## src/include/mod_bus_params.svh

```systemverilog
/*
 * Modulation bus parameters.
 * Controller register map, control bits, RAM geometry and reset values.
 */

`ifndef MOD_BUS_PARAMS_SVH
`define MOD_BUS_PARAMS_SVH

`define ADDR_CTL_REG        14'd0
`define ADDR_MOD_CYCLE      14'd1
`define ADDR_MOD_FREQ_DIV   14'd2

`define CTL_REG_ENABLE_BIT  0

`define MOD_ADDR_WIDTH      10

`define MOD_CYCLE_RESET     16'd255
`define MOD_FREQ_DIV_RESET  16'd40

`endif

```

## src/rtl/bus_pkg.sv

```systemverilog
/*
 * CPU bus package.
 * Bank-select codes and the word and address types of the CPU bus.
 */

package bus_pkg;

    // codes 2 and 3 are reserved banks.
    typedef enum logic [1:0] {
        BRAM_SELECT_CONTROLLER = 2'd0,
        BRAM_SELECT_MOD        = 2'd1,
        BRAM_SELECT_RSVD_2     = 2'd2,
        BRAM_SELECT_RSVD_3     = 2'd3
    } bram_select_e;

    typedef logic [15:0] bus_word_t;

    typedef logic [13:0] bus_addr_t;

endpackage

```

## src/rtl/mod_pkg.sv

```systemverilog
/*
 * Modulation package.
 * Sample, sample index and playback state types.
 */

package mod_pkg;

    typedef logic [7:0] mod_sample_t;

    // sample index, counts bytes of the modulation RAM.
    typedef logic [15:0] mod_index_t;

    typedef enum logic [1:0] {
        IDLE      = 2'd0,
        WAIT_TICK = 2'd1,
        FETCH     = 2'd2,
        HOLD      = 2'd3
    } playback_state_e;

endpackage

```

## src/rtl/mem_port_if.sv

```systemverilog
/*
 * Memory port between a requester and the modulation RAM arbiter.
 * A transfer happens when req and ready are both high; rvalid follows a read by one cycle.
 */

`include "mod_bus_params.svh"

interface mem_port_if;

    logic                       req;
    logic                       we;
    logic [`MOD_ADDR_WIDTH-1:0] addr;
    bus_pkg::bus_word_t         wdata;
    logic                       ready;
    bus_pkg::bus_word_t         rdata;
    logic                       rvalid;

    modport requester (
        output req, we, addr, wdata,
        input  ready, rdata, rvalid
    );

    modport arbiter (
        input  req, we, addr, wdata,
        output ready, rdata, rvalid
    );

endinterface

```

## src/rtl/mod_playback.sv

```systemverilog
/*
 * Modulation playback engine.
 * A tick timer paces fetches of amplitude samples from the modulation RAM,
 * which leave one at a time on a valid/ready output.
 */

`include "mod_bus_params.svh"

module mod_playback (
    input  logic                CPU_CKIO,
    input  logic                rst_n,
    input  logic                enable,
    input  logic [15:0]         mod_cycle,
    input  logic [15:0]         mod_freq_div,
    mem_port_if.requester       mem,
    output mod_pkg::mod_sample_t sample,
    output logic                sample_valid,
    input  logic                sample_ready
);

    mod_pkg::playback_state_e state;
    mod_pkg::mod_index_t      index;
    logic [15:0]              tick_cnt;
    logic                     tick;
    logic                     byte_sel;

    // the engine only reads.
    assign mem.we    = 1'b0;
    assign mem.wdata = '0;

    // a divider of 1 ticks every cycle.
    assign tick = enable && ({1'b0, tick_cnt} + 17'd1 >= {1'b0, mod_freq_div});

    always_ff @(posedge CPU_CKIO) begin
        if (state == mod_pkg::WAIT_TICK && tick) begin
            mem.addr <= index[`MOD_ADDR_WIDTH:1];
            byte_sel <= index[0];
        end
        if (state == mod_pkg::FETCH && mem.rvalid) begin
            sample <= byte_sel ? mem.rdata[15:8] : mem.rdata[7:0];
        end
    end

    always_ff @(posedge CPU_CKIO or negedge rst_n) begin
        if (!rst_n) begin
            tick_cnt     <= '0;
            state        <= mod_pkg::IDLE;
            index        <= '0;
            mem.req      <= 1'b0;
            sample_valid <= 1'b0;
        end else begin
            tick_cnt <= (!enable || tick) ? '0 : tick_cnt + 16'd1;
            case (state)
                mod_pkg::IDLE: begin
                    index <= '0;
                    if (enable) begin
                        state <= mod_pkg::WAIT_TICK;
                    end
                end
                mod_pkg::WAIT_TICK: begin
                    if (!enable) begin
                        state <= mod_pkg::IDLE;
                    end else if (tick) begin
                        mem.req <= 1'b1;
                        state   <= mod_pkg::FETCH;
                    end
                end
                mod_pkg::FETCH: begin
                    if (mem.ready) begin
                        mem.req <= 1'b0;
                    end
                    if (mem.rvalid) begin
                        sample_valid <= 1'b1;
                        state        <= mod_pkg::HOLD;
                    end
                end
                mod_pkg::HOLD: begin
                    // ticks are ignored here, so back-pressure never drops a sample.
                    if (sample_ready) begin
                        sample_valid <= 1'b0;
                        index        <= (index == mod_cycle) ? '0 : index + 16'd1;
                        state        <= enable ? mod_pkg::WAIT_TICK : mod_pkg::IDLE;
                    end
                end
                default: state <= mod_pkg::IDLE;
            endcase
        end
    end

    assert property (@(posedge CPU_CKIO) disable iff (!rst_n)
        (sample_valid && !sample_ready) |=> (sample_valid && $stable(sample)))
        else $error("sample changed or dropped before it was accepted");

endmodule

```

## src/flat_wrapper.sv

```systemverilog
// flat-port wrapper written by rule: the top's interface ports become plain ports
module mod_playback_flat 
  (CPU_CKIO, rst_n, enable, mod_cycle, mod_freq_div, sample, sample_valid, sample_ready, mem_req, mem_we, mem_addr, mem_wdata, mem_ready, mem_rdata, mem_rvalid);
  mem_port_if mem_i ();
  input  logic CPU_CKIO;
  input  logic rst_n;
  input  logic enable;
  input  logic [15:0] mod_cycle;
  input  logic [15:0] mod_freq_div;
  output mod_pkg::mod_sample_t sample;
  output logic sample_valid;
  input  logic sample_ready;
  output wire logic [$bits(mem_i.req)-1:0] mem_req;
  output wire logic [$bits(mem_i.we)-1:0] mem_we;
  output wire logic [$bits(mem_i.addr)-1:0] mem_addr;
  output wire logic [$bits(mem_i.wdata)-1:0] mem_wdata;
  input wire logic [$bits(mem_i.ready)-1:0] mem_ready;
  input wire logic [$bits(mem_i.rdata)-1:0] mem_rdata;
  input wire logic [$bits(mem_i.rvalid)-1:0] mem_rvalid;
  assign mem_req = mem_i.req;
  assign mem_we = mem_i.we;
  assign mem_addr = mem_i.addr;
  assign mem_wdata = mem_i.wdata;
  assign mem_i.ready = mem_ready;
  assign mem_i.rdata = mem_rdata;
  assign mem_i.rvalid = mem_rvalid;
  mod_playback u_core (.CPU_CKIO(CPU_CKIO), .rst_n(rst_n), .enable(enable), .mod_cycle(mod_cycle), .mod_freq_div(mod_freq_div), .mem(mem_i), .sample(sample), .sample_valid(sample_valid), .sample_ready(sample_ready));
endmodule
```

## config.mk

```make
export PLATFORM = sky130hd
export DESIGN_NAME = mod_playback_flat
export DESIGN_NICKNAME = d
export VERILOG_FILES = /design/src/rtl/bus_pkg.sv /design/src/rtl/mod_pkg.sv /design/src/rtl/mem_port_if.sv /design/src/rtl/mod_playback.sv /design/src/flat_wrapper.sv
export VERILOG_INCLUDE_DIRS = /design/src /design/src/include
export SDC_FILE = /design/constraint.sdc
export NUM_CORES = 1
export LEC_CHECK = 0
export ABC_CLOCK_PERIOD_IN_PS = 3200
export BUFFER_PORTS_ARGS = -buffer_cell sky130_fd_sc_hd__buf_2
export CORE_MARGIN = 5
export CORE_UTILIZATION = 48
export CTS_CLUSTER_SIZE = 8
export DETAILED_ROUTE_END_ITERATION = 10
export GPL_ROUTABILITY_DRIVEN = 0
export PLACE_DENSITY = 0.77
export SLEW_MARGIN = 20
export SYNTH_ARGS = -nofsm -noshare
export SYNTH_HDL_FRONTEND = slang
export SYNTH_SLANG_ARGS = --single-unit
```

## constraint.sdc

```tcl
create_clock -name CPU_CKIO -period 3.2 [get_ports CPU_CKIO]
set_clock_uncertainty 0.2 [all_clocks]
set_input_delay 0.8 -clock CPU_CKIO [delete_from_list [all_inputs] [get_ports CPU_CKIO]]
set_output_delay 0.8 -clock CPU_CKIO [all_outputs]
set_load 0.005 [all_outputs]
```

# == After elaboration in Yosys (flattened, before gate mapping) ==
# Cells that the tools add are included.
# word_totals
reg_bits,55
in_bits,54
# op_classes
n_addsub,3
n_lt_le_gt_ge,1
n_eq_ne,11
n_mux,19
reduce_logical,13
# ops
operator,count
2-to-1 mux 16 bit,3
adder 16 x 1 -> 16 bit (second input constant),2
one-hot mux 16 bit (2 select lines),1
adder 16 x 1 -> 17 bit (second input constant),1
greater-or-equal comparator 17 x 16 -> 1 bit,1
== test 16 bit,1
2-to-1 mux 2 bit,5
inequality test 2 bit (second input constant),5
2-to-1 mux 8 bit,1
one-hot mux 2 bit (4 select lines),1
AND reduction 4 bit,2
2-to-1 mux 1 bit,6
nonzero test 2 bit,3
== test 2 bit (second input constant),2
one-hot mux 1 bit (2 select lines),2
logical AND 1 bit,3
inequality test 3 x 2 -> 1 bit (second input constant),1
AND reduction 3 bit,1
== test 2 x 1 -> 1 bit (second input constant),1
zero test 2 bit,1
inequality test 2 x 1 -> 1 bit (second input constant),1
AND reduction 2 bit,1
zero test 1 bit,1
logical OR 1 bit,1

# == Longest topological paths before layout ==
# Gate-level depths: netlist of the first run.
# logic_depth
ltp_word,6
mapped_depth,13
depth_no_buf,12

# == Worst setup path after synthesis of the first run ==
# Ideal clock, no wire load.
# synth_timing
kind,register to register
startpoint,register u_core.tick_cnt[0]
endpoint,"register u_core.byte_sel, enable pin"
setup_ns,0.293
arrival_ns,2.690
t_required_ns,2.707
setup_slack_ns,0.017
stages_incl_launch_ff,12
n_path_buf,0
period_less_slack_ns,3.183
cell_sequence,dfrtp_1 > ha_1 > and3_4 > and4_4 > nand4_4 > xnor2_2 > ha_1 > a21o_1 > a221oi_1 > a21boi_4 > nand2_1 > and3_1
# synth_via
elab_chain_cells,4
# synth_rtl
element,line,source
from (decl),mod_playback.sv:23,logic [15:0] tick_cnt;
from (signal assigned),mod_playback.sv:52,tick_cnt <= (!enable || tick) ? '0 : tick_cnt + 16'd1;
adder 16 x 1 -> 17 bit,mod_playback.sv:32,"assign tick = enable && ({1'b0, tick_cnt} + 17'd1 >= {1'b0, mod_freq_div});"
greater-or-equal comparator 17 x 16 -> 1 bit,mod_playback.sv:32,
logical AND 1 bit,mod_playback.sv:32,
logical AND 1 bit,mod_playback.sv:35,if (state == mod_pkg::WAIT_TICK && tick) begin
to (signal assigned),mod_playback.sv:37,byte_sel <= index[0];
to (decl),mod_playback.sv:25,logic byte_sel;
# No other way between the ends.
# A chain may end at the register's enable or synchronous reset.

# == Worst setup path in the final report of the first run ==
# layout_timing
startpoint,register u_core.tick_cnt[3]
endpoint,"register u_core.mem.addr[3], enable pin"
# layout_via
elab_chain_cells,4
# layout_rtl
element,line,source
adder 16 x 1 -> 17 bit,mod_playback.sv:32,
greater-or-equal comparator 17 x 16 -> 1 bit,mod_playback.sv:32,
logical AND 1 bit,mod_playback.sv:32,
logical AND 1 bit,mod_playback.sv:35,
to (signal assigned),mod_playback.sv:36,mem.addr <= index[`MOD_ADDR_WIDTH:1];
to (decl),mem_port_if.sv:19,"output req, we, addr, wdata,"
# No other way between the ends.

==> flow_summary.toml, run 1 <==
[yosys]
ys_ff_latch = 55
avgSynthCellArea_um2 = 10.7
ys_types = 45
synthCells = 307
ys_seq_area_share_pct = 44.8
ys_warn_count = 0
netlist_area_mm2 = 0.00329

[die]
coreArea_mm2 = 0.00672
chipWidth_um = 92.8
rows = 30
die_h_um = 92.8
start_util_pct = 48.9
die-area_mm2 = 0.00860
num_io_pins = 91

[sta]
fin_tns_setup_ps = 0
tightest_slew_ps = 798
setup_viol = 0
rsz0062_at_grt = "false"
worst_slack_ps = 136
hold_viol = 0
min_period_over_period_pct = 95.8
fmax_mhz = 326
final.min_clock_period_ps = 3060
maxSlewViolCount = 0
slew_headroom_pct = 46.8

[cts]
clockRootBuffer = "clkbuf_8"
cts_tree = "built"
clk_latency_ps = 310
ctsHoldBuffers = 0
cts.path.max_buffers = 2
path_clk_slew_ps = 100
clock_sinks = 55
cts_buffers = 5
post-cts-setup-buffers = 0
h-tree-depth = 2

[final_layout]
layout_commonest_cell = "buf_2"
nets = 462
multiInputGateArea_mm2 = 0.00167
layout-drive-gt1-share_pct = 33.5
area_delta_synth_final_pct = 16.7
fill_cells = 584
final-seq-area_mm2 = 0.00147
final_cell_mix = "buf_2, dfrtp_1, xor2_1"
stdcell_area_mm2 = 0.00384
n_antenna_cell = 0
fin_cells = 471

[setup_path]
crit_type = "reg -> reg"
endpoint = "u_core.mem.addr[3]"
ff2ff_path_depth = 11
start_kind = "register"
worstPathArrival_ps = 2940
rr_startpoint = "u_core.tick_cnt[3]"
cp.required_ps = 3080
crit_start = "u_core.tick_cnt[3]"
end_kind = "register"
r2r_slack_ps = 140
r2r_end = "u_core.mem.addr[3]"
path_max_fanout = 11

[place]
dp_worst_setup_slack_ps = -103
placed_area_mm2 = 0.00371
placedCellCount = 462
port_buffers = 73
hpwl_mm = 5.16

[route]
wl_per_cell_um = 14.1
viasPerCell = 5.06
ant_nets = 0
vias = 2383
firstDrtPassIters = 4
detailedRoute.firstIterationViolations = 68
drc = 0
wl_mm = 6.64

[grt]
antenna_found_initial = 0
grt_util_all_layers_pct = 15.4
grt-ovfl-total = 0
grt_max_degree = 37
first_global_vias = 2495
grt_pass1_wl_mm = 10.7

[status]
outcome = "finished clean"

[power_and_ir_drop]
max-vdd-ir-drop_mv = 0.154
leakage_nw = 1.90
power.density_mw_per_mm2 = 325

[worst_hold_path]
min_path_type = "reg -> reg"

[flow_run]
max_cap_violations = 0
area by class of cell:
cell class | count | share of cell area (%)
flip-flops and latches | 55 | 38.3
clock buffers | 5 | 1.79
multi-input cells | 226 | 43.4
repair buffers | 82 | 11.3
inverters | 20 | 1.96
clock inverters | 3 | 0.587
well taps | 80 | 2.61
kinds of logic (layout without fill, tap and decap cells):
group           after synthesis  after routing  share of synthesized area, %
simple gates                110            111                          20.1
flops                        55             55                          44.8
buf+inv                      43            110                          7.38
xor+xnor                     40             40                          11.1
compound gates               30             30                          6.05
fa+ha+maj                    18             18                          6.85
mux                          10             10                          3.65
other cells                   1             17                         0.114
metrics by stage:
step	hold slack (ps)	total power (W)	util [%]
finish	321	0.00125	57.1
global route	368	0.00130	57.1
CTS	324	0.00126	56.6
detailed placement	298	0.000866	55.3
global placement	282	0.000860	55.3
floorplan	247	0.000819	-
worst min path at each step:
stage,start,endpoint,slack (ps),depth (start not counted)
6_report,u_core.sample_valid,u_core.sample_valid,320,2
5_1_grt,u_core.sample_valid,u_core.sample_valid,370,2
4_1_cts,u_core.sample_valid,u_core.sample_valid,320,2
3_5_place_dp,u_core.sample_valid,u_core.sample_valid,300,2
3_3_place_gp,u_core.sample_valid,u_core.sample_valid,280,2
2_1_floorplan,u_core.index[3],u_core.mem.addr[2],250,0
report_power, final:
group	internal [W]	switching [W]	total [W]
Clock	0.000157	0.000238	0.000395
Sequential	0.000729	0.00000319	0.000732
Combinational	0.0000540	0.0000658	0.000120
Total	0.000941	0.000307	0.00125
flip-flops by register name, summed over array words and instances, names as in the netlist, named ones only:
signal               flops
u_core.mem.addr         10
u_core.state             1
u_core.index            16
u_core.mem.req           1
u_core.sample_valid      1
u_core.tick_cnt         16
u_core.byte_sel          1
u_core.sample            8
critical path: stages, from the launching register on:
cell and delay (ps):
dfrtp_1 370, and3_4 200, and3_4 210, and4_4 260, nand4_4 110, xnor2_2 160
ha_1 290, a21o_1 210, a221oi_2 270, a21boi_4 210, nand2_1 90, and3_4 250
synth_stat cells, drive strengths merged:
library cell | instances | area (um^2)
a31oi | 2 | 12.5
a221oi | 1 | 8.76
nand2b | 2 | 12.5
nor4 | 5 | 43.8
nand3 | 11 | 67.6
a31o | 2 | 17.5
buf | 21 | 160
a21o | 4 | 30.0
or3 | 1 | 6.26
nand4 | 9 | 90.1
conb | 1 | 3.75
clkbuf | 2 | 7.51
and3 | 9 | 66.3
edfxtp | 19 | 571
or2 | 1 | 6.26
inv | 20 | 75.1
o2bb2ai | 1 | 8.76
nor3 | 3 | 15.0
a21oi | 9 | 45.0
and4 | 2 | 22.5
nor2b | 17 | 124
nand2 | 21 | 78.8
nor2 | 29 | 126
xnor2 | 13 | 129
ha | 18 | 225
mux2 | 10 | 120
o21ai | 8 | 40.0
xor2 | 27 | 236
a32o | 1 | 10.0
a21boi | 2 | 26.3
dfrtp | 36 | 901
routing by layer:
| metal | wire length (um) | up-vias | part of all wire [%] | GRT usage, % |
|---|---|---|---|---|
| li1 | - | 1178 | - | - |
| met1 | 2770 | 1141 | 42 | 18.3 |
| met4 | 93 | 0 | 1.4 | 5.62 |
| met2 | 3470 | 57 | 52 | 28.0 |
| met3 | 306 | 7 | 4.6 | 2.36 |
| met5 | 0 | - | 0 | 0 |
timing repair:
item                                   4_1_cts  5_1_grt
setup endpoints to repair                   11       29
pin swaps                                    0        1
resized for setup                            1        4
cloned                                       0        1
endpoints found under the hold margin        0        0
Power figures use the tool's default switching activity.
==> inputs of run 2 (changes only) <==
- ABC_AREA: unset -> 1
- PLACE_DENSITY: 0.77 -> 0.76
==> run 2 against run 1 <==
- setup slack worse by 130 ps
- cell area is 9.6% higher
- non-clock buffer count is 1 lower
- global-route usage is 1.3 points higher
- first-iteration DRC count is 120% higher
- sequential power is 2% higher
- clock power hardly changed
- count of clock-buffer cells in the layout stayed put
- worst hold slack worse by 19 ps
- sequential cell count stayed put
- core utilization is 1.2 points higher
- critical path type unchanged
- largest power group unchanged
==> flow_summary.toml, run 2 <==
[status]
outcome = "finished clean"

[sta]
final.min_clock_period_ps = 3190
hold_viol = 0
worst_hold_slack_ps = 302
tightest_slew_ps = 804
min_period_over_period_pct = 99.8
rsz0062_at_grt = "true"
maxSlewViolCount = 0
fmax_mhz = 313
slew_headroom_pct = 46.4
setup_viol = 0
fin_tns_setup_ps = 0

[cts]
path_clk_slew_ps = 100
cts.path.max_buffers = 2
clockRootBuffer = "clkbuf_8"
cts_buffers = 5
cts_tree = "built"
ctsHoldBuffers = 0
clock_sinks = 55
clk_latency_ps = 310
h-tree-depth = 2

[yosys]
synthFlopType = "dfrtp_1"
synth_top_area_share_pct = 25.4
avgSynthCellArea_um2 = 8.32
ys_async_sr_fraction_pct = 65.5
synth-edff-count = 19
netlist_area_mm2 = 0.00354
ys_ff_latch = 55
yosysTopAreaCell = "dfrtp_1"
synthCells = 426
ys_types = 39
ys_warn_count = 0
synth_area_leaders = "dfrtp_1, edfxtp_1, nand2_1"
synthMostInstantiatedCell = "nand2_1"
synthTopCellsByCount = "nand2_1, inv_1, dfrtp_1"
ys_seq_area_share_pct = 41.5

[route]
drc = 0
wl_mm = 7.72
ant_nets = 0
detailedRoute.firstIterationViolations = 149
wl_per_cell_um = 12.7
vias = 2912
firstDrtPassIters = 4
viasPerCell = 4.78

[power_and_ir_drop]
finalPower_w = 0.00136
leakage_nw = 2.12
power.density_mw_per_mm2 = 324
clkPwrFrac_pct = 29.0
seq_power_share_pct = 54.8
max-vdd-ir-drop_mv = 0.182
switchingPower_w = 0.000394
internal-power_w = 0.000968
pwr-share-comb_pct = 16.2
swShare_pct = 29.0

[final_layout]
multiInputGateArea_mm2 = 0.00180
final_cell_mix = "nand2_1, buf_2, inv_1"
stdcell_area_mm2 = 0.00421
area_delta_synth_final_pct = 18.6
nets = 581
layout_commonest_cell = "nand2_1"
fin_util_pct = 58.3
final-seq-area_mm2 = 0.00147
fill_cells = 651
n_antenna_cell = 0
top_regs = "u_core.index: 16 flops, u_core.tick_cnt: 16 flops, u_core.mem.addr: 10 flops"
layout-drive-gt1-share_pct = 27.6

[grt]
first_global_vias = 2718
grt-ovfl-total = 0
grt_max_degree = 37
grt_util_all_layers_pct = 16.7
antenna_found_initial = 0
grt_pass1_wl_mm = 12.1

[setup_path]
crit_slowest_cell = "dfrtp_1"
start_kind = "register"
r2r_slack_ps = 5
cp_cell_sequence = "buf_4 > nand4_1 > nor2_2 > nand2_2 > nor2_4 > nand2_2 > xor2_2 > inv_1 > ha_1 > nand2_1 > nor2_2 > and2_4 > nand2_1 > nand3_1 > nor2_2 > and2_4 > nor2_4 > buf_12"
cp.required_ps = 3040
worstPathArrival_ps = 3030
cpMostUsedCell = "nor2_2"
rr_startpoint = "u_core.tick_cnt[1]"
ff2ff_path_depth = 18
crit_type = "reg -> reg"
r2r_end = "u_core.mem.addr[9]"
critPathMaxStageDelay_ps = 370
path_max_fanout = 12
end_kind = "register"

[worst_hold_path]
whs_endpoint = "u_core.mem.addr[6]"
hold-path-cell-count = 0
hp-start = "u_core.index[7]"
min_path_type = "reg -> reg"

[die]
coreArea_mm2 = 0.00721
die-area_mm2 = 0.00920
rows = 31
chipWidth_um = 95.9
num_io_pins = 91
start_util_pct = 49.1
die_h_um = 95.9

[place]
port_buffers = 73
placed_area_mm2 = 0.00396
hpwl_mm = 5.89

[flow_run]
max_cap_violations = 0
-- run 2: metrics by stage --
step / worst slack (ps) / cells
floorplan: 73.7 / 442
global placement: 90.2 / 594
detailed placement: -103 / 594
CTS: 25.2 / 607
global route: -154 / 609
finish: 5.20 / 609
-- run 2: cell type report --
cell class,instances,area share (%)
repair buffers,81,10.7
inverters,72,6.43
flip-flops and latches,55,35.0
well taps,99,2.95
multi-input cells,294,42.7
clock inverters,3,0.565
clock buffers,5,1.64
-- run 2: logic make-up after synthesis --
| logic type | count (synthesis) | share of synthesized area [%] |
|---|---|---|
| DFF | 55 | 41.5 |
| AOI/OAI and AO/OA | 25 | 3.92 |
| buffers and inverters | 93 | 11.9 |
| adders and majority gates | 18 | 6.35 |
| muxes | 8 | 2.54 |
| other | 1 | 0.106 |
| xor gates and xnor gates | 33 | 8.37 |
| and+or+nand+nor | 193 | 25.3 |
-- run 2: worst max path at each step --
| stage | start | endpoint | slack (ps) |
|---|---|---|---|
| after floorplan | u_core.tick_cnt[0] | u_core.byte_sel | 70 |
| after global placement | u_core.tick_cnt[0] | u_core.mem.addr[9] | 90 |
| after detailed placement | u_core.tick_cnt[0] | u_core.mem.addr[9] | -100 |
| after CTS | u_core.tick_cnt[0] | u_core.mem.addr[9] | 30 |
| after global routing | u_core.tick_cnt[0] | u_core.mem.addr[0] | -150 |
| final | u_core.tick_cnt[1] | u_core.mem.addr[9] | 5 |
-- run 2: routing by layer --
| layer | GRT usage, % | vias to the layer above | share of wire [%] |
|---|---|---|---|
| met5 | 0 | - | 0 |
| li1 | - | 1466 | - |
| met4 | 5.81 | 0 | 1.8 |
| met2 | 28.5 | 104 | 49 |
| met1 | 21.7 | 1329 | 43 |
| met3 | 2.42 | 13 | 7.1 |
-- run 2: power by group through the flow --
stage	logic [W]	registers, W	clock network, W
3_5_place_dp	0.000208	0.000762	0
4_1_cts	0.000217	0.000746	0.000404
3_3_place_gp	0.000202	0.000760	0
2_1_floorplan	0.000149	0.000759	0
6_report	0.000220	0.000747	0.000395
5_1_grt	0.000247	0.000749	0.000440
-- run 2: worst max-delay path: cells and delay by family, from the launching register on --
family / cells / cell delay [ps]
fa+ha+maj: 1 / 270
flops: 1 / 370
xor+xnor: 1 / 190
simple gates: 13 / 1540
buf+inv: 3 / 320
-- run 2: what timing repair did --
item | 4_1_cts | 5_1_grt
pin swaps | 3 | 6
resized for setup | 2 | 13
setup endpoints to repair | 25 | 30
buffers inserted | 5 | 2
