### config.mk
export PLATFORM = sky130hd
export DESIGN_NAME = cpu_bus_bridge_flat
export DESIGN_NICKNAME = d
export VERILOG_FILES = /design/src/rtl/bus_pkg.sv /design/src/rtl/mem_port_if.sv /design/src/rtl/cpu_bus_bridge.sv /design/src/flat_wrapper.sv
export VERILOG_INCLUDE_DIRS = /design/src /design/src/include
export SDC_FILE = /design/constraint.sdc
export NUM_CORES = 1
export LEC_CHECK = 0
export BUFFER_PORTS_ARGS = -buffer_cell sky130_fd_sc_hd__buf_2
export CAP_MARGIN = 15
export CELL_PAD_IN_SITES_DETAIL_PLACEMENT = 1
export CELL_PAD_IN_SITES_GLOBAL_PLACEMENT = 1
export CORE_MARGIN = 2
export CORE_UTILIZATION = 40
export DETAILED_ROUTE_END_ITERATION = 7
export PLACE_DENSITY_LB_ADDON = 0.1
export SLEW_MARGIN = 0
export SYNTH_ARGS = -nofsm -noshare
export SYNTH_HDL_FRONTEND = slang
export SYNTH_SLANG_ARGS = --single-unit
### constraint.sdc
create_clock -name CPU_CKIO -period 4.54 [get_ports CPU_CKIO]
set_input_delay 0.227 -clock CPU_CKIO [delete_from_list [all_inputs] [get_ports CPU_CKIO]]
set_output_delay 0.227 -clock CPU_CKIO [all_outputs]
set_load 0.02 [all_outputs]
### src/include/mod_bus_params.svh
/*
 * Modulation bus parameters.
 * Controller register map, control bits, RAM geometry and reset values.
 */

`ifndef MOD_BUS_PARAMS_SVH
`define MOD_BUS_PARAMS_SVH

`define ADDR_CTL_REG        14'd0
`define ADDR_MOD_CYCLE      14'd1
`define ADDR_MOD_FREQ_DIV   14'd2

`define CTL_REG_ENABLE_BIT  0

`define MOD_ADDR_WIDTH      10

`define MOD_CYCLE_RESET     16'd255
`define MOD_FREQ_DIV_RESET  16'd40

`endif

### src/rtl/bus_pkg.sv
/*
 * CPU bus package.
 * Bank-select codes and the word and address types of the CPU bus.
 */

package bus_pkg;

    // codes 2 and 3 are reserved banks.
    typedef enum logic [1:0] {
        BRAM_SELECT_CONTROLLER = 2'd0,
        BRAM_SELECT_MOD        = 2'd1,
        BRAM_SELECT_RSVD_2     = 2'd2,
        BRAM_SELECT_RSVD_3     = 2'd3
    } bram_select_e;

    typedef logic [15:0] bus_word_t;

    typedef logic [13:0] bus_addr_t;

endpackage

### src/rtl/mem_port_if.sv
/*
 * Memory port between a requester and the modulation RAM arbiter.
 * A transfer happens when req and ready are both high; rvalid follows a read by one cycle.
 */

`include "mod_bus_params.svh"

interface mem_port_if;

    logic                       req;
    logic                       we;
    logic [`MOD_ADDR_WIDTH-1:0] addr;
    bus_pkg::bus_word_t         wdata;
    logic                       ready;
    bus_pkg::bus_word_t         rdata;
    logic                       rvalid;

    modport requester (
        output req, we, addr, wdata,
        input  ready, rdata, rvalid
    );

    modport arbiter (
        input  req, we, addr, wdata,
        output ready, rdata, rvalid
    );

endinterface

### src/rtl/cpu_bus_bridge.sv
/*
 * CPU bus bridge.
 * Samples the chip-select bus, holds the controller registers and forwards
 * modulation bank accesses to the RAM arbiter.
 */

`include "mod_bus_params.svh"

module cpu_bus_bridge (
    input  logic                 CPU_CKIO,
    input  logic                 rst_n,
    input  logic                 en,
    input  logic                 we,
    input  bus_pkg::bram_select_e bram_select,
    input  bus_pkg::bus_addr_t   addr,
    input  bus_pkg::bus_word_t   data_in,
    output bus_pkg::bus_word_t   data_out,
    output logic                 rdata_valid,
    output logic                 ctl_enable,
    output logic [15:0]          mod_cycle,
    output logic [15:0]          mod_freq_div,
    mem_port_if.requester        mem
);

    logic                  en_q, en_qq, we_q, we_qq;
    bus_pkg::bram_select_e sel_q;
    bus_pkg::bus_addr_t    addr_q;
    bus_pkg::bus_word_t    data_q;
    logic [15:0]           ctl_reg;
    bus_pkg::bus_word_t    ctl_rdata;
    logic                  write_start, read_start;

    // a write fires once per access, whether we comes with en or later.
    assign write_start = en_q & we_q & ~(en_qq & we_qq);
    assign read_start  = en_q & ~en_qq & ~we_q;

    assign ctl_enable = ctl_reg[`CTL_REG_ENABLE_BIT];

    always_comb begin
        case (addr_q)
            `ADDR_CTL_REG:      ctl_rdata = ctl_reg;
            `ADDR_MOD_CYCLE:    ctl_rdata = mod_cycle;
            `ADDR_MOD_FREQ_DIV: ctl_rdata = mod_freq_div;
            default:            ctl_rdata = '0;
        endcase
    end

    always_ff @(posedge CPU_CKIO) begin
        sel_q  <= bram_select;
        addr_q <= addr;
        data_q <= data_in;
        if ((read_start || write_start) && sel_q == bus_pkg::BRAM_SELECT_MOD) begin
            mem.we    <= write_start;
            mem.addr  <= addr_q[`MOD_ADDR_WIDTH-1:0];
            mem.wdata <= data_q;
        end
        if (mem.rvalid) begin
            data_out <= mem.rdata;
        end else if (read_start) begin
            data_out <= (sel_q == bus_pkg::BRAM_SELECT_CONTROLLER) ? ctl_rdata : '0;
        end
    end

    always_ff @(posedge CPU_CKIO or negedge rst_n) begin
        if (!rst_n) begin
            en_q         <= 1'b0;
            en_qq        <= 1'b0;
            we_q         <= 1'b0;
            we_qq        <= 1'b0;
            ctl_reg      <= '0;
            mod_cycle    <= `MOD_CYCLE_RESET;
            mod_freq_div <= `MOD_FREQ_DIV_RESET;
            mem.req      <= 1'b0;
            rdata_valid  <= 1'b0;
        end else begin
            en_q  <= en;
            en_qq <= en_q;
            we_q  <= we;
            we_qq <= we_q;
            rdata_valid <= mem.rvalid | (read_start && sel_q != bus_pkg::BRAM_SELECT_MOD);
            if (write_start && sel_q == bus_pkg::BRAM_SELECT_CONTROLLER) begin
                case (addr_q)
                    `ADDR_CTL_REG:      ctl_reg      <= data_q;
                    `ADDR_MOD_CYCLE:    mod_cycle    <= data_q;
                    `ADDR_MOD_FREQ_DIV: mod_freq_div <= data_q;
                    default:            ;
                endcase
            end
            if ((read_start || write_start) && sel_q == bus_pkg::BRAM_SELECT_MOD) begin
                mem.req <= 1'b1;
            end else if (mem.ready) begin
                mem.req <= 1'b0;
            end
        end
    end

    // the host spaces its accesses, so a RAM request is always granted first.
    assert property (@(posedge CPU_CKIO) disable iff (!rst_n)
        (read_start || write_start) |-> !mem.req)
        else $error("bus access started while a RAM request was pending");

endmodule

### src/flat_wrapper.sv
// flat-port wrapper written by rule: the top's interface ports become plain ports
module cpu_bus_bridge_flat 
  (CPU_CKIO, rst_n, en, we, bram_select, addr, data_in, data_out, rdata_valid, ctl_enable, mod_cycle, mod_freq_div, mem_req, mem_we, mem_addr, mem_wdata, mem_ready, mem_rdata, mem_rvalid);
  mem_port_if mem_i ();
  input  logic CPU_CKIO;
  input  logic rst_n;
  input  logic en;
  input  logic we;
  input  bus_pkg::bram_select_e bram_select;
  input  bus_pkg::bus_addr_t addr;
  input  bus_pkg::bus_word_t data_in;
  output bus_pkg::bus_word_t data_out;
  output logic rdata_valid;
  output logic ctl_enable;
  output logic [15:0] mod_cycle;
  output logic [15:0] mod_freq_div;
  output wire logic [$bits(mem_i.req)-1:0] mem_req;
  output wire logic [$bits(mem_i.we)-1:0] mem_we;
  output wire logic [$bits(mem_i.addr)-1:0] mem_addr;
  output wire logic [$bits(mem_i.wdata)-1:0] mem_wdata;
  input wire logic [$bits(mem_i.ready)-1:0] mem_ready;
  input wire logic [$bits(mem_i.rdata)-1:0] mem_rdata;
  input wire logic [$bits(mem_i.rvalid)-1:0] mem_rvalid;
  assign mem_req = mem_i.req;
  assign mem_we = mem_i.we;
  assign mem_addr = mem_i.addr;
  assign mem_wdata = mem_i.wdata;
  assign mem_i.ready = mem_ready;
  assign mem_i.rdata = mem_rdata;
  assign mem_i.rvalid = mem_rvalid;
  cpu_bus_bridge u_core (.CPU_CKIO(CPU_CKIO), .rst_n(rst_n), .en(en), .we(we), .bram_select(bram_select), .addr(addr), .data_in(data_in), .data_out(data_out), .rdata_valid(rdata_valid), .ctl_enable(ctl_enable), .mod_cycle(mod_cycle), .mod_freq_div(mod_freq_div), .mem(mem_i));
endmodule
-- After elaboration in Yosys (flattened, before gate mapping)
Cells that the tools add are included.
- reductions and logical operators: 11
- bitwise gates (word level): 9
- equal/unequal tests: 4
- mux-type cells: 6
- operators by type and width (operator ; count):
    $mux 16 ; 3
    $pmux 16 s3 ; 1
    $eq 14x1->1 const B ; 1
    $eq 14x2->1 const B ; 1
    $logic_not 14->1 ; 1
    $reduce_and 2->1 ; 3
    $and 1x1->1 ; 5
    $reduce_bool 2->1 ; 2
    $logic_and 1x1->1 ; 3
    $not 1->1 ; 3
    $eq 2x1->1 const B ; 1
    $logic_not 2->1 ; 1
    $mux 1 ; 2
    $ne 2x1->1 const B ; 1
    $logic_or 1x1->1 ; 1
    $or 1x1->1 ; 1
- word-level logic and storage cells: 46
- bits of input ports: 54
- output and inout bits: 78
- register bits: 129

-- Longest topological paths before layout
Gate-level depths: netlist (run 1).
- depth after elaboration: 6
- depth in mapped cells: 6
- mapped depth without buffers: 4

-- Worst setup path after synthesis (run 1)
Ideal clock, no wire load.
- kind: flip-flop to flip-flop
- from: register u_core.addr_q[5]
- to: register u_core.ctl_reg[10]
- data required time: 4.415 ns
- clock period less this slack: 1.927 ns
- cell stages (with the launch flop): 6
- setup slack: 2.613 ns
- library setup time: 0.125 ns
- arrival: 1.802 ns
- buffers on the path: 1
- cell sequence: dfxtp_1 > nor4_2 > and3_4 > nor4b_4 > buf_8 > mux2_4
- longest elaborated chain between the ends: 2
- RTL lines (what ; RTL line ; text):
    from (decl) ; cpu_bus_bridge.sv:27 ; bus_pkg::bus_addr_t addr_q;
    from (signal assigned) ; cpu_bus_bridge.sv:50 ; addr_q <= addr;
    $logic_not 14->1 ; cpu_bus_bridge.sv:82 ; case (addr_q)
    $reduce_and 2->1 (no line) ; n/a ;
    to (signal assigned) ; cpu_bus_bridge.sv:83 ; `ADDR_CTL_REG: ctl_reg <= data_q;
    to (decl) ; cpu_bus_bridge.sv:29 ; logic [15:0] ctl_reg;
No other way between the ends.
A chain may end at the register's enable or synchronous reset.

-- Worst setup path after layout (run 1)
- from: register u_core.addr_q[0]
- to: register u_core.mod_freq_div[15]
- longest elaborated chain between the ends: 2
- RTL lines (what ; RTL line ; text):
    $eq 14x2->1 ; cpu_bus_bridge.sv:82 ;
    $reduce_and 2->1 (no line) ; n/a ;
    to (signal assigned) ; cpu_bus_bridge.sv:72 ; mod_freq_div <= `MOD_FREQ_DIV_RESET;
    to (signal assigned) ; cpu_bus_bridge.sv:85 ; `ADDR_MOD_FREQ_DIV: mod_freq_div <= data_q;
    to (decl) ; cpu_bus_bridge.sv:21 ; output logic [15:0] mod_freq_div,
No other way between the ends.

==> results.md, run 1 <==
- The flow ran to the end, and the final reports show no timing, DRC or antenna violations.
- The routed length per instance is about 18 µm.
- The clock sink count is 129.
- For the pin with the worst max-slew slack, the measured transition is around 1100 ps.
- The capture endpoint of the worst hold path is u_core.mem.req.
- Row generation in the floorplan step produced 39 rows.
- The number of nets in the final layout is 527.
- The die covers 0.0124 mm².
- The static power due to leakage is 2.90 nW.
- The average instance area after synthesis is 15.5 µm².
- The worst slew slack as a fraction of its limit is 23.8%.
- The category of cells accounting for the largest share of critical-path delay is simple AND/OR/NAND/NOR gates.
- The worst setup path is captured at a flop.
- The final-layout setup total negative slack is 0 ps.
- Buffers inserted during clock tree synthesis total 17.
- The final-report hold violation count is 0.
- The startpoint of the tightest hold check path is mem_ready.
- The number of setup buffers added after CTS is 0.
- The final instance area is about 0.0063 mm².
- The final worst clock skew is 8.01 ps.
- The wire length of the first global-routing pass is 18,400 µm.
- Summed over all nets, the half-perimeter wirelength after detailed placement is 7370 µm.
- The placeable core region is between 0.01 and 0.015 mm².
- The number of global-route vias before repair is 3,249.
- The fraction of layout instances using a drive strength above 1 is between 40% and 50%.
- The number of antenna violations at the first check in global routing is 0.
- The count of filler cells inserted in the layout is roughly 1,200.
- The first routing iteration left 120 violations.
- The die is around 110 µm tall.
- The critical path goes through nor2b_1 -> nand4_1 -> nor2_2 -> mux2_2.
- Compared with the post-synthesis result, the final layout area differs by 36.4%.
- The H-tree level count is 4.
- The pin count of the biggest net entering global routing is 55.
- Among all stages on the critical path, the largest delay is contributed by sky130_fd_sc_hd__nor2_2.
- Setup violations remaining at the end of the flow were counted as 0.
- For this run, the slowest stage of the critical path takes 780 ps.
- The path category of the worst min-delay check is input pin to flop.
- The first TritonRoute pass finished after 4 iterations.
- The final layout contains routed wiring with a total length of 11,500 µm.
- The count of state elements after synthesis is 129.
- In this run the clock root is driven by a sky130_fd_sc_hd__clkbuf_16.
- In this run the horizontal extent of the chip is 111 µm.
- The Yosys warning count is 0.
- The power density normalized to cell area is 417 mW/mm².
- For flop-to-flop paths, the worst setup slack is ~2000 ps.
- Buffers placed on the I/O ports in this run total 131.
- The TritonCTS clock tree is yes.
- Dividing the final minimum period by the clock period gives around 57%.
- The clock insertion delay at the later pin of the skew report is 420 ps.
- After detailed routing, the number of vias per cell comes to 4.86.
- The initial utilization of the core area, before any placement, comes to 40.6%.
- The critical path data required time is a little under 5000 ps.
- The worst reg2reg path startpoint is u_core.addr_q[0].
- For this block, the via count after detailed routing is approximately 3,100.
- In this run the worst path has a maximum fanout of 21.
- The number of unique standard cell types used by synthesis is 27.
- The overall global routing resource usage is 19.8%.
- Max-cap violations in this run came to 0.
- After clock tree synthesis, the clock-pin slew on the worst setup and hold paths is around 50 ps.
- Measured in cells, the most critical reg-to-reg path has a length of 4.
- The final cell count without fillers is approximately 630.
- Measured on the finished design, the core utilization comes to 55.4%.
- In this run the cell area measured after placement is 0.00539 mm².
- Hold is met by 71.6 ps.
- The number of buffer and inverter stages on the critical path is 0.
- The maximum buffer depth of the clock tree is 2.
- Synthesis produced a netlist whose cell count is between 200 and 300.
- The number of nets in the synthesized netlist is between 300 and 400.
- The number of top-level pins is 132.
- The critical path is of the flop to flop type.
- Subtracting the final worst setup slack from the clock period gives around 2600 ps.
- The count of nets left with antenna violations after detail routing is 0.
- The worst register-to-register path ends at u_core.mod_freq_div[15].
- Sequential cells were found to cover 71.7% of the synthesized design area.
- Setup repair after global routing left no endpoint under its margin.
- The highest achievable clock rate is 0.389 GHz.
- The worst setup path is launched from a flop.
- At the end of routability-driven placement, the weighted congestion stood at 0.754.
- The global-route congestion overflow total is 0.
- The remaining design rule violation count is 0.
- The depth of the worst hold-timing path is 3.
- The count of antenna diodes in the layout is 0.
- The number of max-slew violations in the final report was 0.
- In this run, placement finished with an instance count of 562.
- The arrival time of data at the critical path endpoint is 2860 ps.
- The cell area that synthesis handed to floorplanning was 0.00460 mm².
- VDD sags by at most roughly 0.00027 V.
-- per-layer routing --
layer / wire [µm] / up-vias / global-route usage (%)
met2: 5580 / 93 / 31.1
met1: 5080 / 1526 / 25.9
met5: 0 / - / 0
li1: - / 1421 / -
met4: 156 / 0 / 7.00
met3: 690 / 15 / 6.78
-- worst max-delay path by stage --
stage                      from                      end  slack, ps  cells past startpoint
2_1_floorplan  u_core.addr_q[5]       u_core.ctl_reg[10]       2610                      5
3_3_place_gp   u_core.addr_q[0]  u_core.mod_freq_div[12]       2030                      4
3_5_place_dp   u_core.addr_q[0]  u_core.mod_freq_div[12]       1920                      4
4_1_cts        u_core.addr_q[0]  u_core.mod_freq_div[15]       1930                      4
5_1_grt        u_core.addr_q[0]  u_core.mod_freq_div[15]       1790                      4
6_report       u_core.addr_q[0]  u_core.mod_freq_div[15]       1970                      4
-- synth_stat cells, drive strengths merged --
cell / instances / share of area, %
clkbuf: 5 / 0.41
o21ai: 16 / 1.7
a21o: 1 / 0.16
dfstp: 10 / 5.7
a31oi: 3 / 0.41
dfxtp: 32 / 14
dfrtp: 44 / 24
nor4: 3 / 0.82
inv: 3 / 0.24
mux2: 48 / 13
buf: 7 / 1.1
and4: 2 / 0.44
nor2: 19 / 1.6
nor2b: 3 / 0.41
edfxtp: 43 / 28
nand4: 3 / 0.41
a211o: 1 / 0.19
nor4b: 1 / 0.52
a21oi: 13 / 1.4
o31ai: 2 / 0.33
mux2i: 16 / 3.5
and3: 3 / 0.52
nand2: 19 / 1.6
-- placed cells by master, fill, tap and decap left out, types with 3 or more instances in the layout --
| master | count |
|---|---|
| sky130_fd_sc_hd__dfxtp_1 | 32 |
| sky130_fd_sc_hd__nor2b_1 | 3 |
| sky130_fd_sc_hd__mux2_4 | 10 |
| sky130_fd_sc_hd__clkbuf_8 | 5 |
| sky130_fd_sc_hd__a21oi_1 | 13 |
| sky130_fd_sc_hd__edfxtp_1 | 43 |
| sky130_fd_sc_hd__dlygate4sd3_1 | 35 |
| sky130_fd_sc_hd__clkbuf_16 | 17 |
| sky130_fd_sc_hd__a31oi_1 | 3 |
| sky130_fd_sc_hd__buf_4 | 3 |
| sky130_fd_sc_hd__nand4_1 | 3 |
| sky130_fd_sc_hd__mux2_2 | 38 |
| sky130_fd_sc_hd__nor4_2 | 3 |
| sky130_fd_sc_hd__o21ai_0 | 16 |
| sky130_fd_sc_hd__buf_2 | 131 |
| sky130_fd_sc_hd__dfstp_2 | 10 |
| sky130_fd_sc_hd__nand2_1 | 19 |
| sky130_fd_sc_hd__inv_1 | 3 |
| sky130_fd_sc_hd__nor2_1 | 18 |
| sky130_fd_sc_hd__dfrtp_1 | 44 |
| sky130_fd_sc_hd__clkbuf_1 | 10 |
| sky130_fd_sc_hd__mux2i_1 | 16 |
-- power by group --
| part | leakage (nW) | total [mW] | switching, mW | internal (mW) |
|---|---|---|---|---|
| Clock | 0.257 | 1.22 | 0.452 | 0.771 |
| Combinational | 1.26 | 0.127 | 0.0701 | 0.0569 |
| Sequential | 1.39 | 1.26 | 0.0239 | 1.24 |
| Total | 2.90 | 2.61 | 0.546 | 2.07 |
-- final cells by class --
class / count / area [µm²] / share of cell area (%)
Multi-Input combinational cell: 153 / 1220 / 19.5
Inverter: 3 / 11.3 / 0.180
Timing Repair Buffer: 169 / 1030 / 16.4
Sequential cell: 129 / 3300 / 52.6
Tap cell: 143 / 179 / 2.85
Clock buffer: 32 / 532 / 8.48
-- worst reg2reg max path, delay by kind of cell (launching register included) --
family	cells	cell delay [ps]
flops	1	670
simple gates	3	1350
mux	1	420
-- metrics by stage --
step,setup slack [ps],power (mW)
3_5_place_dp,1920,1.39
6_report,1970,2.61
5_1_grt,1790,2.71
3_3_place_gp,2030,1.39
2_1_floorplan,2610,1.32
4_1_cts,1930,2.64
-- cells by family (layout without fill, tap and decap cells) --
family                 Yosys count  count (layout)  share of synthesized area, %
flip-flops                     129             129                          71.7
multiplexers                    64              64                          16.1
AND/OR/NAND/NOR                 53              53                          6.21
AO/OA/AOI/OAI                   36              36                          4.25
buffers and inverters           15             204                          1.80
-- what timing repair did --
action,CTS,global route
resized for setup,0,0
endpoints found under the setup margin,0,0
hold buffers,35,0
endpoints found under the hold margin,78,0
Note: power is estimated with default switching activity, not from simulation.
==> run 2, diff against run 1 <==
--- a/config.mk
+++ b/config.mk
@@ -11,7 +11,7 @@
 export CELL_PAD_IN_SITES_DETAIL_PLACEMENT = 1
 export CELL_PAD_IN_SITES_GLOBAL_PLACEMENT = 1
 export CORE_MARGIN = 2
-export CORE_UTILIZATION = 40
+export CORE_UTILIZATION = 37
 export DETAILED_ROUTE_END_ITERATION = 7
 export PLACE_DENSITY_LB_ADDON = 0.1
 export SLEW_MARGIN = 0
==> constraint.sdc (replaced) <==
create_clock -name CPU_CKIO -period 2.1 [get_ports CPU_CKIO]
set_input_delay 0.105 -clock CPU_CKIO [delete_from_list [all_inputs] [get_ports CPU_CKIO]]
set_output_delay 0.105 -clock CPU_CKIO [all_outputs]
set_load 0.02 [all_outputs]
==> results.md, run 2 (synthesis gave the netlist of run 1 again) <==
- The die is 115 µm tall.
- The wire length of the first global-routing pass is 19,700 µm.
- The run finished with clean final reports.
- The routed via count divided by cell count is ~4.7.
- In this run the standard cell core region covers 0.0121 mm².
- The final RePlAce weighted congestion is 0.761.
- The final-layout setup total negative slack is 0 ps.
- The slowest stage of the critical path is the sky130_fd_sc_hd__nor4_2 cell.
- The path class of the tightest hold or removal check is input pin to flop.
- Traced cell by cell, the critical path runs through nor4_2 -> and3_4 -> nor4b_4 -> buf_4 -> mux2_4.
- The worst setup path is of the flop to flop kind.
- Hold timing on the final database bottoms out at a slack of 26.1 ps.
- The H-tree level count is 4.
- Clock tree synthesis selected as its root buffer the cell sky130_fd_sc_hd__clkbuf_16.
- The post-route clock period utilization is between 90% and 100%.
- Counting instances, the worst hold path has a depth of 3.
- STA classifies the critical path endpoint as a flop.
- The overall die area is 0.0133 mm².
- The maximum VDD drop is ~0.00053 V.
- After clock tree synthesis, the repair step resized 0 gates.
- The worst slew slack as a fraction of its limit is 68.7%.
- The HPWL reported at the end of detailed placement is 7920 µm.
- The clock sink count is about 130.
- The worst setup path is launched from a flop.
- The count of vias placed by the detailed router is about 3,200.
- In the post-route analysis, the smallest setup slack over all paths is 117 ps.
- The floorplan has 40 rows.
- The routed wire length is 12,700 µm.
- The highest achievable clock rate is about 0.50 GHz.
- The critical path data required time is between 2000 and 2500 ps.
- Setup repair after global routing left no endpoint under its margin.
- Across the run, the number of max-cap violations was 0.
- TritonCTS built the clock tree.
- The maximum buffer depth of the clock tree is 2.
- The critical path runs through a total of 5 cells.
- Including well taps, the total number of placed cells is 602.
- For this design the static power due to leakage is 3.08 nW.
- The final count of negative-setup-slack endpoints is 0.
- The count of nets left with antenna violations after detail routing is 0.
- The number of buffer and inverter stages on the critical path is 1.
- The horizontal die dimension is 115 µm.
- The total iterations of the first detailed-routing run is 4.
- The finished layout holds about 680 standard cells, fillers aside.
- The final worst clock skew is 6.80 ps.
- Pin placement for this block handled 132 I/O pins.
- In the final design database the tool counted between 500 and 600 nets.
- Following the worst setup path forward leads to its endpoint at u_core.ctl_reg[9].
- The routed length per instance is 18.5 µm.
- The final-report hold violation count is 0.
- The number of antenna violations at the first check in global routing is 0.
- 0 antenna diodes ended up in the layout.
- Once the floorplan was initialized, standard cells occupied 38.1% of the core.
- The top cell types in the final layout, fill and taps aside, are 131 x sky130_fd_sc_hd__buf_2, 49 x sky130_fd_sc_hd__dlygate4sd3_1, 44 x sky130_fd_sc_hd__dfrtp_1.
- Port buffering added 131 buffers.
- Global routing used 20.4% of the available tracks across all layers.
- In this run the critical register-to-register path is captured at u_core.ctl_reg[9].
- The pin count of the biggest net entering global routing is 55.
- Grouping stages by cell kind, the critical path spends the most delay in simple AND/OR/NAND/NOR gates.
- Clock latency on the worst-skew pair, taken at its later pin, is 410 ps.
- OpenSTA, run right after detailed placement, puts the worst setup slack at 113 ps.
- Cells with a size suffix above 1 make up approximately 47% of the layout.
- The number of max-slew violations in the final report is 0.
- The number of buffers created by CTS is 17.
- In this run the worst setup path begins at u_core.addr_q[5].
- The worst path needs 1980 ps of the cycle, external delays included.
- Leaving out fill and tap cells, the most frequent cell in the layout is sky130_fd_sc_hd__buf_2.
- The clock transition at the registers of the reported paths is approximately 60 ps.
- For the worst setup path, the data arrival time is roughly 2300 ps.
- The worst register-to-register path has a setup slack of 120 ps.
- The remaining design rule violation count is 0.
- Along the worst path, the maximum fanout reaches 5.
- At the end of the flow the core is filled with cells to a little under three fifths.
- The largest single stage delay on the critical path is 410 ps.
- The number of global-route vias before repair is 3,582.
- In this run, the number of DRC markers left after iteration 0 of detailed routing was 198.
- For the worst flop-to-flop path, the logic depth is 5.
- The global-route congestion overflow total is 0.
- For the pin with the worst max-slew slack, the measured transition is 470 ps.
- In this run the most critical hold path is launched from mem_rdata[12].
- Power spread over the standard cell area amounts to ~900 mW/mm².
- The worst reg2reg path startpoint is u_core.addr_q[5].
- The area added between synthesis and finish is 44.5%.
[run 2: cell count changes in the layout (fill, tap and decap cells not counted), sizes merged]
cell / change
clkbuf: -15
bufinv: +4
dlygate4sd3: +14
clkinvlp: +1
clkinv: +10
buf: +15
[run 2: worst min-delay path by stage]
stage,end,slack (ps)
after floorplan,u_core.ctl_reg[0],-190
after global placement,u_core.mod_freq_div[7],130
after detailed placement,u_core.mod_freq_div[11],130
after CTS,u_core.data_out[12],10
after global routing,u_core.data_out[12],30
final,u_core.data_out[12],30
[run 2: layout make-up]
class	count	area, µm²
clock inverters	15	173
inverters	3	11.3
clock buffers	17	425
repair buffers	198	1310
flip-flops and latches	129	3300
fillers	1215	5420
multi-input cells	153	1220
well taps	168	210
[run 2: layer usage]
layer | vias to the layer above | GRT usage, % | share of wire (%)
met5 | - | 0 | 0
li1 | 1482 | - | -
met3 | 10 | 6.85 | 4.8
met2 | 82 | 34.4 | 52
met1 | 1622 | 24.9 | 42
met4 | 0 | 5.86 | 0.77
[run 2: per-stage QoR]
| stage | area (µm²) | power (mW) |
|---|---|---|
| final | 6640 | 6.04 |
| after floorplan | 4600 | 2.86 |
| after global routing | 6640 | 6.26 |
| after global placement | 5560 | 3.02 |
| after CTS | 6640 | 6.10 |
| after detailed placement | 5560 | 3.02 |
[run 2: worst register-to-register path: stages, from the launching register on]
cell and delay [ps]:
sky130_fd_sc_hd__dfxtp_1 310, sky130_fd_sc_hd__nor4_2 410, sky130_fd_sc_hd__and3_4 310, sky130_fd_sc_hd__nor4b_4 300, sky130_fd_sc_hd__buf_4 230, sky130_fd_sc_hd__mux2_4 310
[run 2: power breakdown]
part / internal, mW / switching, mW
combinational: 0.150 / 0.175
clock: 1.95 / 1.05
sequential: 2.68 / 0.0448
[run 2: timing repair]
item                      in CTS  in global routing
hold endpoints to repair     102                  0
buffers inserted               0                  0
hold buffers                  49                  0
==> run 3, diff against run 2 <==
--- a/config.mk
+++ b/config.mk
@@ -6,15 +6,15 @@
 export SDC_FILE = /design/constraint.sdc
 export NUM_CORES = 1
 export LEC_CHECK = 0
+export ABC_AREA = 1
 export BUFFER_PORTS_ARGS = -buffer_cell sky130_fd_sc_hd__buf_2
-export CAP_MARGIN = 15
+export CAP_MARGIN = 0
 export CELL_PAD_IN_SITES_DETAIL_PLACEMENT = 1
 export CELL_PAD_IN_SITES_GLOBAL_PLACEMENT = 1
 export CORE_MARGIN = 2
-export CORE_UTILIZATION = 37
+export CORE_UTILIZATION = 36
 export DETAILED_ROUTE_END_ITERATION = 7
 export PLACE_DENSITY_LB_ADDON = 0.1
-export SLEW_MARGIN = 0
 export SYNTH_ARGS = -nofsm -noshare
 export SYNTH_HDL_FRONTEND = slang
 export SYNTH_SLANG_ARGS = --single-unit
==> results.md, run 3 <==
- The run finished with clean final reports.
- In this run the power spent charging and discharging nets is 1.25 mW.
- The power density normalized to cell area is 889 mW/mm².
- The most frequently used cell type in the post-synthesis netlist is sky130_fd_sc_hd__nand2_1.
- The clock group share of total power is about half.
- The clock insertion delay at the later pin of the skew report is 410 ps.
- The synthesized design contains 43 enable-type register cells.
- The critical path startpoint category is a flop.
- The fraction of registers with async set/reset is 41.9%.
- Setup violations remaining at the end of the flow were counted as 0.
- The number of placed cells counting well taps is roughly 710.
- 0 antenna diodes ended up in the layout.
- Dividing the detail-routed wire length by the instance count gives between 15 and 20 µm.
- After floorplanning, the core was divided into 41 placement rows.
- The kind of end point of the critical path is a flop.
- The critical path data required time is between 2000 and 2500 ps.
- The maximum fanout along the worst path is 18.
- The remaining design rule violation count is 0.
- The count of nets left with antenna violations after detail routing is 0.
- The post-synthesis net count is 468.
- The horizontal die dimension is between 100 and 150 µm.
- The number of global-route vias before repair came to 3,965.
- The number of antenna violations at the first check in global routing is 0.
- The post-route clock period utilization is between 80 and 90%.
- The buffer cell driving the clock tree root is sky130_fd_sc_hd__clkbuf_16.
- Summed over all instances, the cell type with the most area after synthesis is sky130_fd_sc_hd__edfxtp_1.
- The vertical extent of the die is between 100 and 150 µm.
- In the synthesized netlist the dominant register cell turns out to be sky130_fd_sc_hd__dfrtp_1.
- In the global route stage, overall resource usage came out at a little under 20%.
- The min-delay analysis places its worst path in the category input pin to flop.
- The HPWL after detailed placement is 8140 µm.
- The area used by multi-input combinational logic is 0.00112 mm².
- The total iterations of the first detailed-routing run is 4.
- In this run the tool buffered the top-level ports with 131 buffer cells.
- After clock tree synthesis, the clock-pin slew on the worst setup and hold paths is ~50 ps.
- The number of buffers created by CTS is 17.
- In the final layout, the share of cells above drive strength 1 is 30.5%.
- In this run, the number of DRC markers left after iteration 0 of detailed routing was between 200 and 250.
- The logic gate share of total power is under 10%.
- In this run, synthesis produced a sequential element count of 129.
- The number of setup buffers added after CTS is 0.
- The area share of the leading cell type in the synthesized netlist is between 20% and 30%.
- In this run the standard cell core region covers 0.0126 mm².
- The count of vias placed by the detailed router is 3,634.
- The clock drives approximately 130 sinks.
- The floorplan step defined a die boundary enclosing 0.0138 mm².
- The library cells used most frequently in the layout, excluding fill and tap cells, are 131 x sky130_fd_sc_hd__buf_2, 86 x sky130_fd_sc_hd__nand2_1, 83 x sky130_fd_sc_hd__nand3_1.
- The post-synth design cell area is around 0.0046 mm².
- IR analysis of the VDD net gives a maximum drop of between 0.0007 and 0.0008 V.
- The quantity of hold-fixing buffers added after cts is 52.
- Synthesis produced a netlist whose cell count is about 410.
- The H-tree level count is 4.
- The max capacitance violation total is 0.
- The pin slew with the least headroom to its limit is 908 ps.
- Global routing finished with a remaining overflow of 0.
- The finished layout holds 792 standard cells, fillers aside.
- The most common cell after layout, fill and taps aside is sky130_fd_sc_hd__buf_2.
- The number of top-level pins is 132.
- The internal portion of the total power is between 4 and 5 mW.
- Sequential cells account for 46.0% of the total power.
- The static power due to leakage is 3.09 nW.
- The post-route minimum period is about 1700 ps.
- The type of the worst setup path is flop to flop.
- The worst slew slack as a fraction of its limit is between 30% and 40%.
- The final RePlAce weighted congestion is about 0.74.
- The arrival time of data at the critical path endpoint is 2030 ps.
- The number of max-slew violations in the final report was 0.
- Sequential cells were found to cover around 71% of the synthesized design area.
- Once routing completed, OpenROAD measured the worst setup slack at 365 ps.
- Post-CTS repair changed the size of 0 cells.
- In this run switching power makes up 21.2% of total power.
- Wires add up to 12,500 µm.
- The starting density of the core is 36.9%.
- The number of different library cells used by synthesis comes to 21.
- Counting instances in the post-synthesis netlist gives the leading cell types as 86 x sky130_fd_sc_hd__nand2_1, 83 x sky130_fd_sc_hd__nand3_1, 44 x sky130_fd_sc_hd__dfrtp_1.
- The sequential standard cell area is ~0.0033 mm².
- In the routed layout, each cell is associated on average with a via count of 4.59.
- Based on the critical path, the design can be clocked at up to 0.576 GHz.
- The Yosys warning count is 0.
- Setup repair after global routing left no endpoint under its margin.
- At the end of the flow the core is filled with cells to a little over half.
- The first global-routing pass estimated between 20,000 and 25,000 µm of wire.
- In this run the mean area of a mapped cell was 11.2 µm².
- Before CTS, the worst setup slack after placement is around 380 ps.
- The count of filler cells inserted in the layout is approximately 1,400.
- At the end of the flow, the number of nets in the layout was between 600 and 700.
- After synthesis, the cell types taking the most area are sky130_fd_sc_hd__edfxtp_1 28%, sky130_fd_sc_hd__dfrtp_1 24%, sky130_fd_sc_hd__dfxtp_1 14%.
- The final-layout setup total negative slack is 0 ps.
- The final-report hold violation count was 0.
- Entering global routing, the biggest net connects 55 pins.
- Relative to the synthesized area, the layout overhead comes to 42.9%.
- Clock skew on the completed layout was measured at 3.90 ps.
- TritonCTS built the clock tree.
- The maximum buffer depth of the clock tree is 2.
run 3: cell types whose count changed in the layout (fill, tap and decap cells not counted), sizes merged, moves of 5 or more:
cell	delta
mux2i	-16
mux2	-48
clkbuf	+6
nor2	-5
buf	-6
nand2	+68
inv	+21
nand3	+84
o21ai	+35
a21oi	-13
run 3: power by group through the flow:
| stage | logic, mW | registers (mW) | clock network [mW] |
|---|---|---|---|
| 6_report | 0.318 | 2.71 | 2.86 |
| 5_1_grt | 0.353 | 2.71 | 3.05 |
| 4_1_cts | 0.322 | 2.70 | 2.93 |
| 3_5_place_dp | 0.245 | 2.75 | 0 |
| 3_3_place_gp | 0.242 | 2.75 | 0 |
| 2_1_floorplan | 0.0671 | 2.80 | 0 |
run 3: metrics by stage:
| step | hold slack [ps] | area (µm²) | total power [mW] |
|---|---|---|---|
| after floorplan | -191 | 4630 | 2.86 |
| after global placement | 207 | 5510 | 2.99 |
| after detailed placement | 209 | 5510 | 3.00 |
| after CTS | 193 | 6620 | 5.96 |
| after global routing | 212 | 6620 | 6.11 |
| final | 206 | 6620 | 5.89 |
run 3: layer usage:
metal / global-route usage, % / up-vias / part of all wire (%)
met5: 0 / - / 0
met2: 31.6 / 105 / 48
met4: 6.48 / 0 / 1.2
li1: - / 1785 / -
met1: 23.7 / 1733 / 45
met3: 6.81 / 11 / 5.7
run 3: layout make-up:
| cell class | instances | area share [%] |
|---|---|---|
| Inverter | 25 | 1.42 |
| Tap cell | 172 | 3.25 |
| Clock inverter | 9 | 1.15 |
| Multi-Input combinational cell | 239 | 17.0 |
| Sequential cell | 129 | 49.8 |
| Clock buffer | 23 | 7.71 |
| Timing Repair Buffer | 195 | 19.7 |
run 3: critical path, cell delays in order (launching register included):
cell and delay (ps):
sky130_fd_sc_hd__dfxtp_1 320, sky130_fd_sc_hd__nor2_1 190, sky130_fd_sc_hd__nand2_2 160, sky130_fd_sc_hd__nor2_4 430, sky130_fd_sc_hd__nand3_1 160, sky130_fd_sc_hd__buf_4 230
sky130_fd_sc_hd__nand2_1 80, sky130_fd_sc_hd__o21ai_1 60
run 3: final timing paths:
path	start	end	slack (ps)	depth (start not counted)
worst max-delay path	u_core.addr_q[5]	u_core.mod_freq_div[4]	360	7
worst min-delay path	mem_rvalid	u_core.data_out[6]	210	3
worst max register to register	u_core.addr_q[5]	u_core.mod_freq_div[4]	360	7
worst min register to register	u_core.data_q[12]	u_core.mem.wdata[12]	430	0
max in group asynchronous	rst_n	u_core.mod_freq_div[10]	1260	3
min in group asynchronous	rst_n	u_core.mem.req	380	3
run 3: logic make-up after synthesis:
logic type	after synthesis	share of synthesized area [%]
compound gates	51	5.51
buf+inv	46	4.59
flops	129	71.1
simple gates	188	18.8
